`config.mk`:
```
export PLATFORM = sky130hd
export DESIGN_NAME = wb_arbiter
export DESIGN_NICKNAME = d
export VERILOG_FILES = /design/src/wb_pkg.sv /design/src/wb_arbiter.sv
export SDC_FILE = /design/constraint.sdc
export NUM_CORES = 1
export LEC_CHECK = 0
export BUFFER_PORTS_ARGS = -buffer_cell sky130_fd_sc_hd__buf_4
export CORE_MARGIN = 5
export CORE_UTILIZATION = 24
export DETAILED_ROUTE_END_ITERATION = 7
export PLACE_DENSITY = 0.87
export SETUP_SLACK_MARGIN = 0.3
export SYNTH_ARGS = -nofsm -noshare
export SYNTH_HDL_FRONTEND = slang
export SYNTH_SLANG_ARGS = --single-unit
export TNS_END_PERCENT = 10
```
`constraint.sdc`:
```
create_clock -name clk -period 1.17 [get_ports clk]
set_clock_uncertainty 0.05 [all_clocks]
set_input_delay 0.0585 -clock clk [delete_from_list [all_inputs] [get_ports clk]]
set_output_delay 0.0585 -clock clk [all_outputs]
set_load 0.02 [all_outputs]
```
`src/wb_pkg.sv`:
```
`default_nettype none

package wb_pkg;

    localparam int WB_DW = 32;

    // word address, not byte address
    localparam int WB_AW = 12;

    // one writer per encoder core
    localparam int WB_MASTERS = 2;

endpackage

`default_nettype wire

```
`src/wb_arbiter.sv`:
```
`default_nettype none
`timescale 1ns/100ps

module wb_arbiter (
    input  logic                          clk,
    input  logic                          resetn,
    input  logic                          m0_cyc,
    input  logic                          m0_stb,
    input  logic                          m0_we,
    input  logic [wb_pkg::WB_AW-1:0]      m0_adr,
    input  logic [wb_pkg::WB_DW-1:0]      m0_dat_w,
    output logic                          m0_ack,
    input  logic                          m1_cyc,
    input  logic                          m1_stb,
    input  logic                          m1_we,
    input  logic [wb_pkg::WB_AW-1:0]      m1_adr,
    input  logic [wb_pkg::WB_DW-1:0]      m1_dat_w,
    output logic                          m1_ack,
    output logic                          s_cyc,
    output logic                          s_stb,
    output logic                          s_we,
    output logic [wb_pkg::WB_AW-1:0]      s_adr,
    output logic [wb_pkg::WB_DW-1:0]      s_dat_w,
    input  logic                          s_ack
);
    import wb_pkg::*;

    logic [WB_MASTERS-1:0]    req;
    logic                     grant;
    logic                     grant_next;
    logic                     last_served;

    assign req = {m1_cyc, m0_cyc};

    // the grant only moves between cycles of the granted master, and the
    // master not served last wins a tie
    always_comb begin
        grant_next = grant;
        if (!req[grant]) begin
            if (req[!last_served]) begin
                grant_next = !last_served;
            end else if (req[last_served]) begin
                grant_next = last_served;
            end
        end
    end

    always_ff @(posedge clk) begin
        if (resetn) begin
            grant <= 1'b0;
            last_served <= 1'b1;
        end else begin
            grant <= grant_next;
            if (s_ack) begin
                last_served <= grant;
            end
        end
    end

    assign s_cyc = grant ? m1_cyc : m0_cyc;
    assign s_stb = grant ? m1_stb : m0_stb;
    assign s_we = grant ? m1_we : m0_we;
    assign s_adr = grant ? m1_adr : m0_adr;
    assign s_dat_w = grant ? m1_dat_w : m0_dat_w;
    assign m0_ack = s_ack && !grant;
    assign m1_ack = s_ack && grant;

    // an ack belongs to the master whose request the slave saw a cycle before
    a_ack_to_requester: assert property (@(posedge clk) disable iff (resetn)
        s_ack |-> s_cyc && $past(s_cyc) && (grant == $past(grant)));

endmodule

`default_nettype wire

```
== Yosys cells after proc, flatten, opt, wreduce, memory -nomap -nowiden ==
Index checks and enable logic that the tools add are counted.
Storage, ports and cells
  flip-flop bits (word level): 2
  input port bits: 97
  word-level logic and storage cells: 24
Cells by class
  magnitude comparators: 3
  muxes and demuxes: 12
  bitwise gates (word level): 1
  reductions and logical operators: 6
Operator list (count)
  $mux W32: 1
  $mux W12: 1
  $mux W1: 10
  $lt A1 B2 Y1 const B: 3
  $logic_and A1 B1 Y1: 2
  $logic_not A1 Y1: 2
  $reduce_and A2 Y1: 1
  $reduce_bool A2 Y1: 1
  $not A1 Y1: 1

== Logic depth before layout (Yosys ltp) ==
Gate-level depths: netlist (run 1).
  word-level depth: 5
  depth in mapped cells: 4

== Least setup slack after synthesis (run 1) ==
Ideal clock, no wire load.
  path kind: reg2out
  from: register grant
  to: output port s_dat_w[10] (netlist bit)
  arrival: 0.962 ns
  slack: 0.100 ns
  stages on the path, launching flop included: 4
  path buffers: 2
  cell sequence: dfxtp_1 -> buf_6 -> clkbuf_8 -> mux2_2
On the way
  longest elaborated chain between the ends: 1
Ends and longest elaborated chain
  from (decl): RTL line wb_arbiter.sv:29  | logic grant;
  from (signal assigned): RTL line wb_arbiter.sv:53  | grant <= grant_next;
  $mux W32: RTL line wb_arbiter.sv:64  | assign s_dat_w = grant ? m1_dat_w : m0_dat_w;
  to (decl): RTL line wb_arbiter.sv:23  | output logic [wb_pkg::WB_DW-1:0] s_dat_w,
Every way passes these cells.

== Final worst setup path (run 1) ==
  from: register grant
  to: output port s_dat_w[17] (netlist bit)
The elaborated chain is that of the path after synthesis.

==> results of run 1 <==
==> timing repair <==
action / in CTS / in global routing
pin swaps: 1 / 0
gates resized for setup: 46 / 0
endpoints found under the setup margin: 50 / 50
endpoints found under the hold margin: 0 / 0
hold buffers: 0 / 0
==> kinds of logic (layout without fill, tap and decap cells) <==
logic type / count (synthesis) / after routing / share of synthesized area [%]
AOI/OAI and AO/OA: 1 / 1 / 0.939
buffers and inverters: 7 / 149 / 12.0
DFF: 1 / 1 / 3.00
muxes: 47 / 47 / 79.4
and+or+nand+nor: 5 / 5 / 4.69
==> through the flow <==
stage | cells | util [%]
finish | 234 | 78.0
global route | 234 | 78.0
CTS | 234 | 78.0
detailed placement | 234 | 71.7
global placement | 234 | 71.7
floorplan | 61 | -
==> metal layers <==
metal  up-vias  GRT usage, %  part of all wire, %
met5         -             0                    0
met4         0          1.06                 0.50
met3         2          4.50                  8.5
met2        67          43.7                   61
met1       473          17.5                   30
li1        510             -                    -
==> synthesized netlist by cell type, drive strengths merged <==
cell	instances	share of area (%)
buf	4	7.3
nor2	1	0.56
o22ai	1	0.94
clkbuf	2	4.1
nand2b	2	1.9
mux2	47	79
dfxtp	1	3.0
inv	1	0.56
nor2b	1	0.94
and2	1	1.3
==> how the worst max path moves through the flow <==
stage	startpoint	endpoint	slack [ns]	depth (start not counted)
2_1_floorplan	grant	s_dat_w[10]	0.13	3
3_3_place_gp	grant	s_dat_w[20]	0.003	3
3_5_place_dp	grant	s_dat_w[17]	-0.02	3
4_1_cts	grant	s_dat_w[17]	0.02	3
5_1_grt	grant	s_dat_w[10]	0.003	3
6_report	grant	s_dat_w[17]	0.03	3
==> power by group through the flow <==
stage | registers, mW | logic, mW | clock network [mW]
floorplan | 0.0386 | 0.558 | 0
global placement | 0.0419 | 1.00 | 0
detailed placement | 0.0424 | 1.03 | 0
CTS | 0.0414 | 1.14 | 0
global route | 0.0417 | 1.18 | 0
finish | 0.0412 | 1.13 | 0
==> cell type report <==
type,instances,area share [%]
repair buffers,148,61.6
flip-flops and latches,1,1.12
multi-input cells,53,35.3
inverters,1,0.178
well taps,31,1.84
==> critical path: cells and delay by family (launching register included) <==
kind / cells / cell delay [ns]
buffers and inverters: 2 / 0.34
flip-flops: 1 / 0.36
multiplexers: 1 / 0.33
==> reports/results.txt, run 1 <==
The placed instances occupy a cell area of 0.00194 mm^2. The final layout contains 302 nets. The minimum hold slack was 0.210 ns; the mapped cell area was 667 um^2.

The tools report the number of global-route vias before repair as 1226. The area of the placeable core is 0.00271 mm^2, and the worst slack at placement is -0.0197 ns. The share of cells above drive strength 1 is 97.5%. Once the floorplan was initialized, standard cells occupied 24.6% of the core.

The cell count after synthesis is 61. Max-cap violations in this run came to 0. For the global-route wire length before repair, the log shows 6280 um.

The analysis attributes to cell leakage a power of 1.15 nW. For the number of warnings printed during yosys synthesis, the log shows 0. The maximum VDD drop came out at 0.464 mV.

The count of state elements after synthesis is 1, and the highest net fanout along the worst path is 24. Counting the fill cells in the layout gives 190. Net switching is 37.3% of the power. After detailed routing, the number of remaining DRC violations is 0.

The slew at the pin closest to its max-slew limit is 0.176 ns. The synthesized net count is 158, and the worst max-slew margin expressed relative to the limit is 88.2%. The largest register by flop count was grant. The flow ran to the end, and the final reports show no timing, DRC or antenna violations.

The number of setup violations in the final report was 0; the post-synthesis cell type count was 11. The largest individual stage delay along the critical path comes from the cell dfxtp_4. The tools report the data required time of the worst path as 1.06 ns. In this run the critical register-to-register path is captured at grant. Height of the chip: 62.7 um. The startpoint identified for the worst register-to-register timing path is grant. For this run, the top clock speed supported by timing is 874 MHz. The run gives 25 as the largest net degree at the start of global routing. The largest registers in the layout are grant (1). The critical path data arrival time is 1.04 ns, and the power density over cell area is 554 mW/mm^2. The clock reaches the later pin of the worst-skew pair after 0 ns. In this run the power spent charging and discharging nets is 437 uW.

The residual overflow from global routing came out at 0. Registers are responsible for 3.5% of the overall power. Flip-flop count of the largest register after layout: 1. For the wire length after detailed routing, the log shows 4200 um. During placement, the flow inserted port buffers numbering 145. The number of antenna diodes in the final layout is 0. The worst hold path terminates at grant. Summing all flip-flop and latch instances after layout gives 23.8 um^2.

The die is 62.7 um wide. STA classifies the critical path endpoint as an output pin. Summing all multi-input logic gate instances after layout gives 746 um^2. The share of total power dissipated in the clock network is 0%. The count of nets left with antenna violations once routing finished came out at 0.

After synthesis, flip-flops and latches occupy 3.00% of the total area. Traced cell by cell, the critical path runs through buf_12, mux2_4, buf_6. Critical path startpoint category: a flip-flop. Cell internal power was estimated by the tool at 734 uW. For the slack of the worst reg-to-reg path, the log shows 0.31 ns. Of the available clock period, the critical path in the final layout requires 97.8%. Across all setup checks in the final design, the least slack found is 0.0258 ns. The tools report the area enclosed by the die boundary as 0.00393 mm^2.

The area growth from synthesis to layout is 217%. The detailed-route wire length per cell came out at 17.9 um. The number of pins exceeding their max-slew limit in the final report was 0. Power comes to 1.17 mW. After synthesis, the mean cell area works out to 10.9 um^2. The startpoint identified for the worst hold timing path is resetn. The post-route minimum period works out to 1.14 ns. After floorplanning, the core was divided into 19 placement rows. Setup repair after global routing could not meet its margin everywhere. The via-per-instance ratio was 4.50.

Combinational logic burns 96.5% of the power. The count of cells along the worst register-to-register path came out at 3. Cell count of the worst hold path: 2. The violation count after the first detailed-routing iteration was 53.

The count of final hold-check violations is 0, and the number of vias after detailed routing is 1052. The critical path is of the reg -> out type. The run gives 0 ns as the setup TNS after final layout. The I/O pin count was 146. After clock tree synthesis, the clock-pin slew on the worst setup and hold paths is 0 ns.

The setup fix buffers added after clock tree synthesis is 0. The total iterations of the first detailed-routing run is 3. In the layout the commonest cells are 102 x buf_4, 47 x mux2_4, 44 x buf_6, 2 x nand2b_1, 2 x buf_12. For this run, the slowest stage of the critical path takes 0.36 ns.

The tools report the cell area after layout as 0.00211 mm^2. The overall track demand over capacity in global routing is 19.5%. The kind of path behind the tightest hold check was in -> reg.

The number of antenna violations at the first check in global routing was 0. Routability-driven placement finished with a final weighted congestion of 0.895. Leaving out fill and tap cells, the most frequent cell in the layout is buf_4.
Note: power is estimated with default switching activity, not from simulation.
==> inputs of run 2 (changes only) <==
--- a/config.mk
+++ b/config.mk
@@ -10,6 +10,7 @@
 export CORE_UTILIZATION = 24
 export DETAILED_ROUTE_END_ITERATION = 7
 export PLACE_DENSITY = 0.87
+export RECOVER_POWER = 100
 export SETUP_SLACK_MARGIN = 0.3
 export SYNTH_ARGS = -nofsm -noshare
 export SYNTH_HDL_FRONTEND = slang
==> run 2 against run 1 <==
  * Sequential share of layout area about the same
  * First-iteration DRC count increased by 1.9%
  * Highest routed layer unchanged
  * Power down 2.8%
  * Via count is essentially flat
  * Die area unchanged
  * Hold slack hardly changed
==> reports/results.txt, run 2 (same netlist as run 1, synthesis figures left out) <==
Setup slack on the worst reg-to-reg path comes out at 0.31 ns. The tools report the layout filler cell count as 204. The worst-path cell with the longest stage delay is dfxtp_4.

The clock-pin slew on the worst setup and hold paths was 0 ns. The signal on the critical path passes through buf_12, mux2_4, buf_6. Cells fill 76.1% of the core in the end. In the finished design, the share of the clock period the worst path needs comes to 97.8%. The run gives 0 as the number of pins exceeding their max-slew limit in the final report. In the final layout, flip-flops and latches occupy 23.8 um^2.

The largest registers in the layout are grant (1). After detailed routing, the met2 layer carries 2570 um of wire. The violation count after the first detailed-routing iteration is 54, and the static leakage is 1.13 nW. Setup violations remaining at the end of the flow were counted as 0.

After detailed routing, the number of remaining DRC violations is 0. The kind of capture point of the worst setup path was an output pin. The detailed-route wire length per cell works out to 17.9 um. The floorplan die width came out at 62.7 um. The logs give 0 ns for the clock latency on the worst-skew pair and 0 for the residual overflow from global routing. Entering global routing, the biggest net connects 25 pins. The delay of the slowest cell on the worst path is 0.35 ns, and the flip-flop count of the largest register after layout is 1. The run gives 0.895 as the last weighted congestion value of the routability-driven placer.

The number of global-route vias before repair was 1226; the number of max-cap violations was 0. In the layout the commonest cells are 114 x buf_4, 47 x mux2_4, 31 x buf_6, 2 x nand2b_1, 2 x buf_12. The setup TNS after final layout was 0 ns. In this run the standard cell core region covers 0.00271 mm^2.

The highest layer touched by signal routing is met4. During placement, the flow inserted port buffers numbering 145. The run finished with clean final reports. The tightest min-delay check is of the in -> reg type. In the post-route analysis, the smallest setup slack over all paths is 0.0263 ns.

STA puts the critical path data required time at 1.06 ns. The worst max-slew margin expressed relative to the limit was 88.2%; the critical path data arrival time was 1.04 ns. Using the TritonRoute via totals, the vias-per-cell ratio works out to 4.49.

Remaining number of nets flagged by the antenna check after routing: 0. The number of antenna diodes in the final layout is 0. The achievable clock frequency came out at 874 MHz.

More flip-flops sit in one register than any other, and that register is grant. In the final layout, the share of cells above drive strength 1 is 97.0%. The die is 62.7 um tall. The logs give 302 for the final-stage net count and 341 um for the detailed route wirelength on metal3. The number of antenna violations at the first check in global routing was 0; the area used by multi-input combinational logic was 743 um^2.

For the overall track demand over capacity in global routing, the log shows 19.5%. Of all nets on the critical path, the largest fanout is 24. The maximum VDD drop is 0.449 mV, and the global-route wire length before repair is 6280 um. Count of final hold-check violations: 0. The library cell used most frequently in the layout, excluding fill and tap cells, is buf_4. Setup repair after global routing could not meet its margin everywhere.

For the power consumption, the log shows 1.14 mW. The worst setup path is launched from a flip-flop. The post-route minimum period was 1.14 ns. The run gives 19 as the total number of placement rows.

In the final routing, the length of wire on met1 measures 1260 um. Critical setup path kind: reg -> out. For this block, the via count after detailed routing is 1051. During I/O placement, the number of pins put on the boundary was 146. Compared with the post-synthesis result, the final layout area differs by 209%.

Hold repair after CTS inserted 0 buffers. The wire length after detailed routing was 4190 um; the effective utilization at floorplan was 24.6%. Slew at the pin closest to its max-slew limit: 0.177 ns. Worst slack at placement: -0.0197 ns. Before antenna repair, the detailed router went through 3 iterations. The power density over cell area is 552 mW/mm^2, and the area enclosed by the die boundary is 0.00393 mm^2.
run 2: cell type report:
type | instances | share of cell area, %
Tap cell | 31 | 1.88
Timing Repair Buffer | 148 | 60.7
Sequential cell | 1 | 1.15
Inverter | 1 | 0.182
Multi-Input combinational cell | 53 | 36.0
run 2: repair_timing:
item,4_1_cts,5_1_grt
setup buffers,0,0
pin swaps,1,0
endpoints found under the setup margin,50,50
gates resized for setup,46,0
run 2: power by group:
part / switching, mW / leakage [nW] / total, mW / internal (mW)
clock: 0 / 0 / 0 / 0
sequential: 0.00424 / 0.00892 / 0.0411 / 0.0369
combinational: 0.426 / 1.12 / 1.10 / 0.672
run 2: critical path: cells and delay by family (launching register included):
family / cells / cell delay (ns)
buffers and inverters: 2 / 0.34
DFF: 1 / 0.35
muxes: 1 / 0.33
run 2: path summary, 6_finish.rpt:
| path | start | end | cells after the start |
|---|---|---|---|
| worst max-delay path | grant | s_dat_w[17] | 3 |
| worst min-delay path | resetn | grant | 2 |
| worst max register to register | grant | grant | 3 |
| worst min register to register | grant | grant | 3 |
run 2: per-stage QoR:
step / cell area [um^2] / hold WS, ns / std cells
finish: 2060 / 0.210 / 234
global route: 2060 / 0.223 / 234
CTS: 2110 / 0.210 / 234
detailed placement: 1940 / 0.210 / 234
global placement: 1940 / 0.212 / 234
floorplan: 875 / 0.115 / 61
run 2: routing by layer:
layer  up-vias  global-route usage [%]
met1       472                    17.5
met5         -                       0
met3         2                    4.50
li1        510                       -
met2        67                    43.7
met4         0                    1.06
==> inputs of run 3 (changes only) <==
--- a/config.mk
+++ b/config.mk
@@ -7,9 +7,9 @@
 export LEC_CHECK = 0
 export BUFFER_PORTS_ARGS = -buffer_cell sky130_fd_sc_hd__buf_4
 export CORE_MARGIN = 5
-export CORE_UTILIZATION = 24
+export CORE_UTILIZATION = 21
 export DETAILED_ROUTE_END_ITERATION = 7
-export PLACE_DENSITY = 0.87
+export PLACE_DENSITY = 0.81
 export RECOVER_POWER = 100
 export SETUP_SLACK_MARGIN = 0.3
 export SYNTH_ARGS = -nofsm -noshare
==> constraint.sdc (replaced) <==
create_clock -name clk -period 0.93 [get_ports clk]
set_clock_uncertainty 0.05 [all_clocks]
set_input_delay 0.0465 -clock clk [delete_from_list [all_inputs] [get_ports clk]]
set_output_delay 0.0465 -clock clk [all_outputs]
set_load 0.02 [all_outputs]
==> run 3 against run 2 <==
  * Combinational power increased by 29%
  * The flow now finishes with violations (setup timing)
  * Critical path type unchanged
  * Routed wire length rose by 17%
  * Critical endpoint is now s_dat_w[16]
  * Sequential share of layout area is essentially flat
  * Highest routed layer unchanged
==> reports/results.txt, run 3 (same netlist as run 1, synthesis figures left out) <==
After routing the design area is 0.00212 mm^2. The count of nets left with antenna violations once routing finished came out at 0. The kind of path behind the tightest hold check was in -> reg. At the placement stage, the worst setup path has a slack of -0.237 ns.

In this run the worst path has a maximum fanout of 22. Before antenna repair, the detailed router went through 4 iterations. The first global-routing pass estimated 6620 um of wire.

Counting tap cells, the placed design contains a total of 248 instances. The run gives 146 as the I/O pin count. Setup violations remaining at the end of the flow were counted as 48.

The antenna cell count was 0. The die is 66.4 um wide. The flip-flop count of the largest register after layout was 1; the cell area reported after detailed placement was 0.00197 mm^2. For the pin with the worst max-slew slack, the measured transition is 0.161 ns.

The post-route minimum period came out at 1.13 ns. The flow ran to the end, but the final reports show violations. The tools report the area of the placeable core as 0.00305 mm^2. The run gives 1.03 ns as the critical path data arrival time.

The part of the cycle the worst path needs is 121%, and the violation count after the first detailed-routing iteration is 34. In this run the static leakage power is 1.15 nW. Of the cells placed in the final design, the portion with a size suffix greater than 1 is 97.1%.

The data required time of the worst path is 0.83 ns, and the power density over cell area is 695 mW/mm^2. Clock-pin slew was measured on the worst setup and hold paths at 0 ns. Excluding fillers, the count of instances in the completed layout stands at 248. The layout filler cell count came out at 213. The critical setup path kind is reg -> out.

The clock latency on the worst-skew pair was 0 ns. The largest register by flop count is grant. Setup repair after global routing could not meet its margin everywhere. The overall track demand over capacity in global routing is 19.8%. In the layout the commonest cells are 106 x buf_4, 47 x mux2_4, 40 x buf_6, 2 x nand2b_1, 2 x buf_12. The number of global-route vias before repair came out at 1144. Summing over every cut layer, the via total after detailed routing is 1076.

After routing, the total negative slack on setup checks comes to -8.58 ns. The largest registers in the layout are grant (1). Derived from the worst setup path, the maximum achievable clock frequency is 888 MHz.

The number of buffers inserted by port buffering was 145; the count of final hold-check violations was 0. The library cell used most frequently in the layout, excluding fill and tap cells, is buf_4. The detailed-route wire length per cell came out at 19.7 um. The checks that failed: setup timing. The logs give 4890 um for the wire length after detailed routing and 0 for the residual overflow from global routing.

The largest net degree at the start of global routing was 23. The total number of placement rows was 20; the synthesis-to-finish area growth was 217%. Power comes to 1.47 mW. In the routed design, unresolved DRC markers number 0. The maximum VDD drop is 0.410 mV, and the setup fix buffers added after clock tree synthesis is 0. The worst setup path is captured at an output pin.

The floorplan step defined a die boundary enclosing 0.00440 mm^2. The number of antenna violations at the first check in global routing was 0; the worst max-slew margin expressed relative to the limit was 89.2%. After legalization and detailed placement, the total HPWL measured 3800 um.

Dividing the detail-routed via count by the number of cells gives 4.34. The final-stage net count is 303, and the number of max-cap violations is 0. The worst setup path is launched from a flip-flop. Count of cells along the worst register-to-register path: 3. The worst path setup slack after routing is -0.196 ns, and the number of pins exceeding their max-slew limit in the final report is 0. The die is 66.4 um tall. The last weighted congestion value of the routability-driven placer is 0.726, and the effective utilization at floorplan is 21.8%. The cell count of the worst hold path is 2.
-- run 3: cell count changes in the layout (fill, tap and decap cells not counted) --
cell      delta
buf_2        +1
nor2_1       +1
buf_4        -8
nor2_2       -1
and2_4       +1
and2_0       -1
buf_6        +9
clkbuf_4     -1
-- run 3: what timing repair did --
action / 4_1_cts / 5_1_grt
gates cloned: 0 / 0
pin swaps: 0 / 1
setup endpoints to repair: 50 / 50
resized for setup: 41 / 0
hold buffers: 0 / 0
-- run 3: per-layer routing --
metal / wire (um) / global-route usage [%] / vias to the layer above
li1: - / - / 511
met3: 524 / 6.46 / 10
met2: 2770 / 40.5 / 60
met5: 0 / 0 / -
met1: 1450 / 17.7 / 495
met4: 151 / 6.35 / 0
-- run 3: final timing paths --
check                             from          end  slack (ns)
worst max-delay path             grant  s_dat_w[16]       -0.20
worst min-delay path            resetn        grant        0.20
worst min register to register   grant        grant        0.61
worst max register to register   grant        grant        0.15
-- run 3: critical path: stages, from the launching register on --
cell and delay [ns]:
dfxtp_4 0.36, buf_12 0.20, mux2_4 0.33, buf_6 0.13
-- run 3: power breakdown --
part | switching [mW] | internal, mW | total, mW
sequential | 0.00603 | 0.0464 | 0.0524
clock | 0 | 0 | 0
combinational | 0.547 | 0.870 | 1.42
total | 0.554 | 0.917 | 1.47
-- run 3: final cells by class --
| cell class | count | area (um^2) | share of cell area (%) |
|---|---|---|---|
| Inverter | 1 | 3.75 | 0.177 |
| Timing Repair Buffer | 149 | 1290 | 61.0 |
| Tap cell | 44 | 55.1 | 2.60 |
| Multi-Input combinational cell | 53 | 743 | 35.1 |
| Sequential cell | 1 | 23.8 | 1.12 |
-- run 3: through the flow --
step / utilization (%) / hold WS [ns]
2_1_floorplan: - / 0.103
4_1_cts: 69.4 / 0.203
3_5_place_dp: 64.4 / 0.206
3_3_place_gp: 64.4 / 0.200
5_1_grt: 69.3 / 0.222
6_report: 69.3 / 0.200
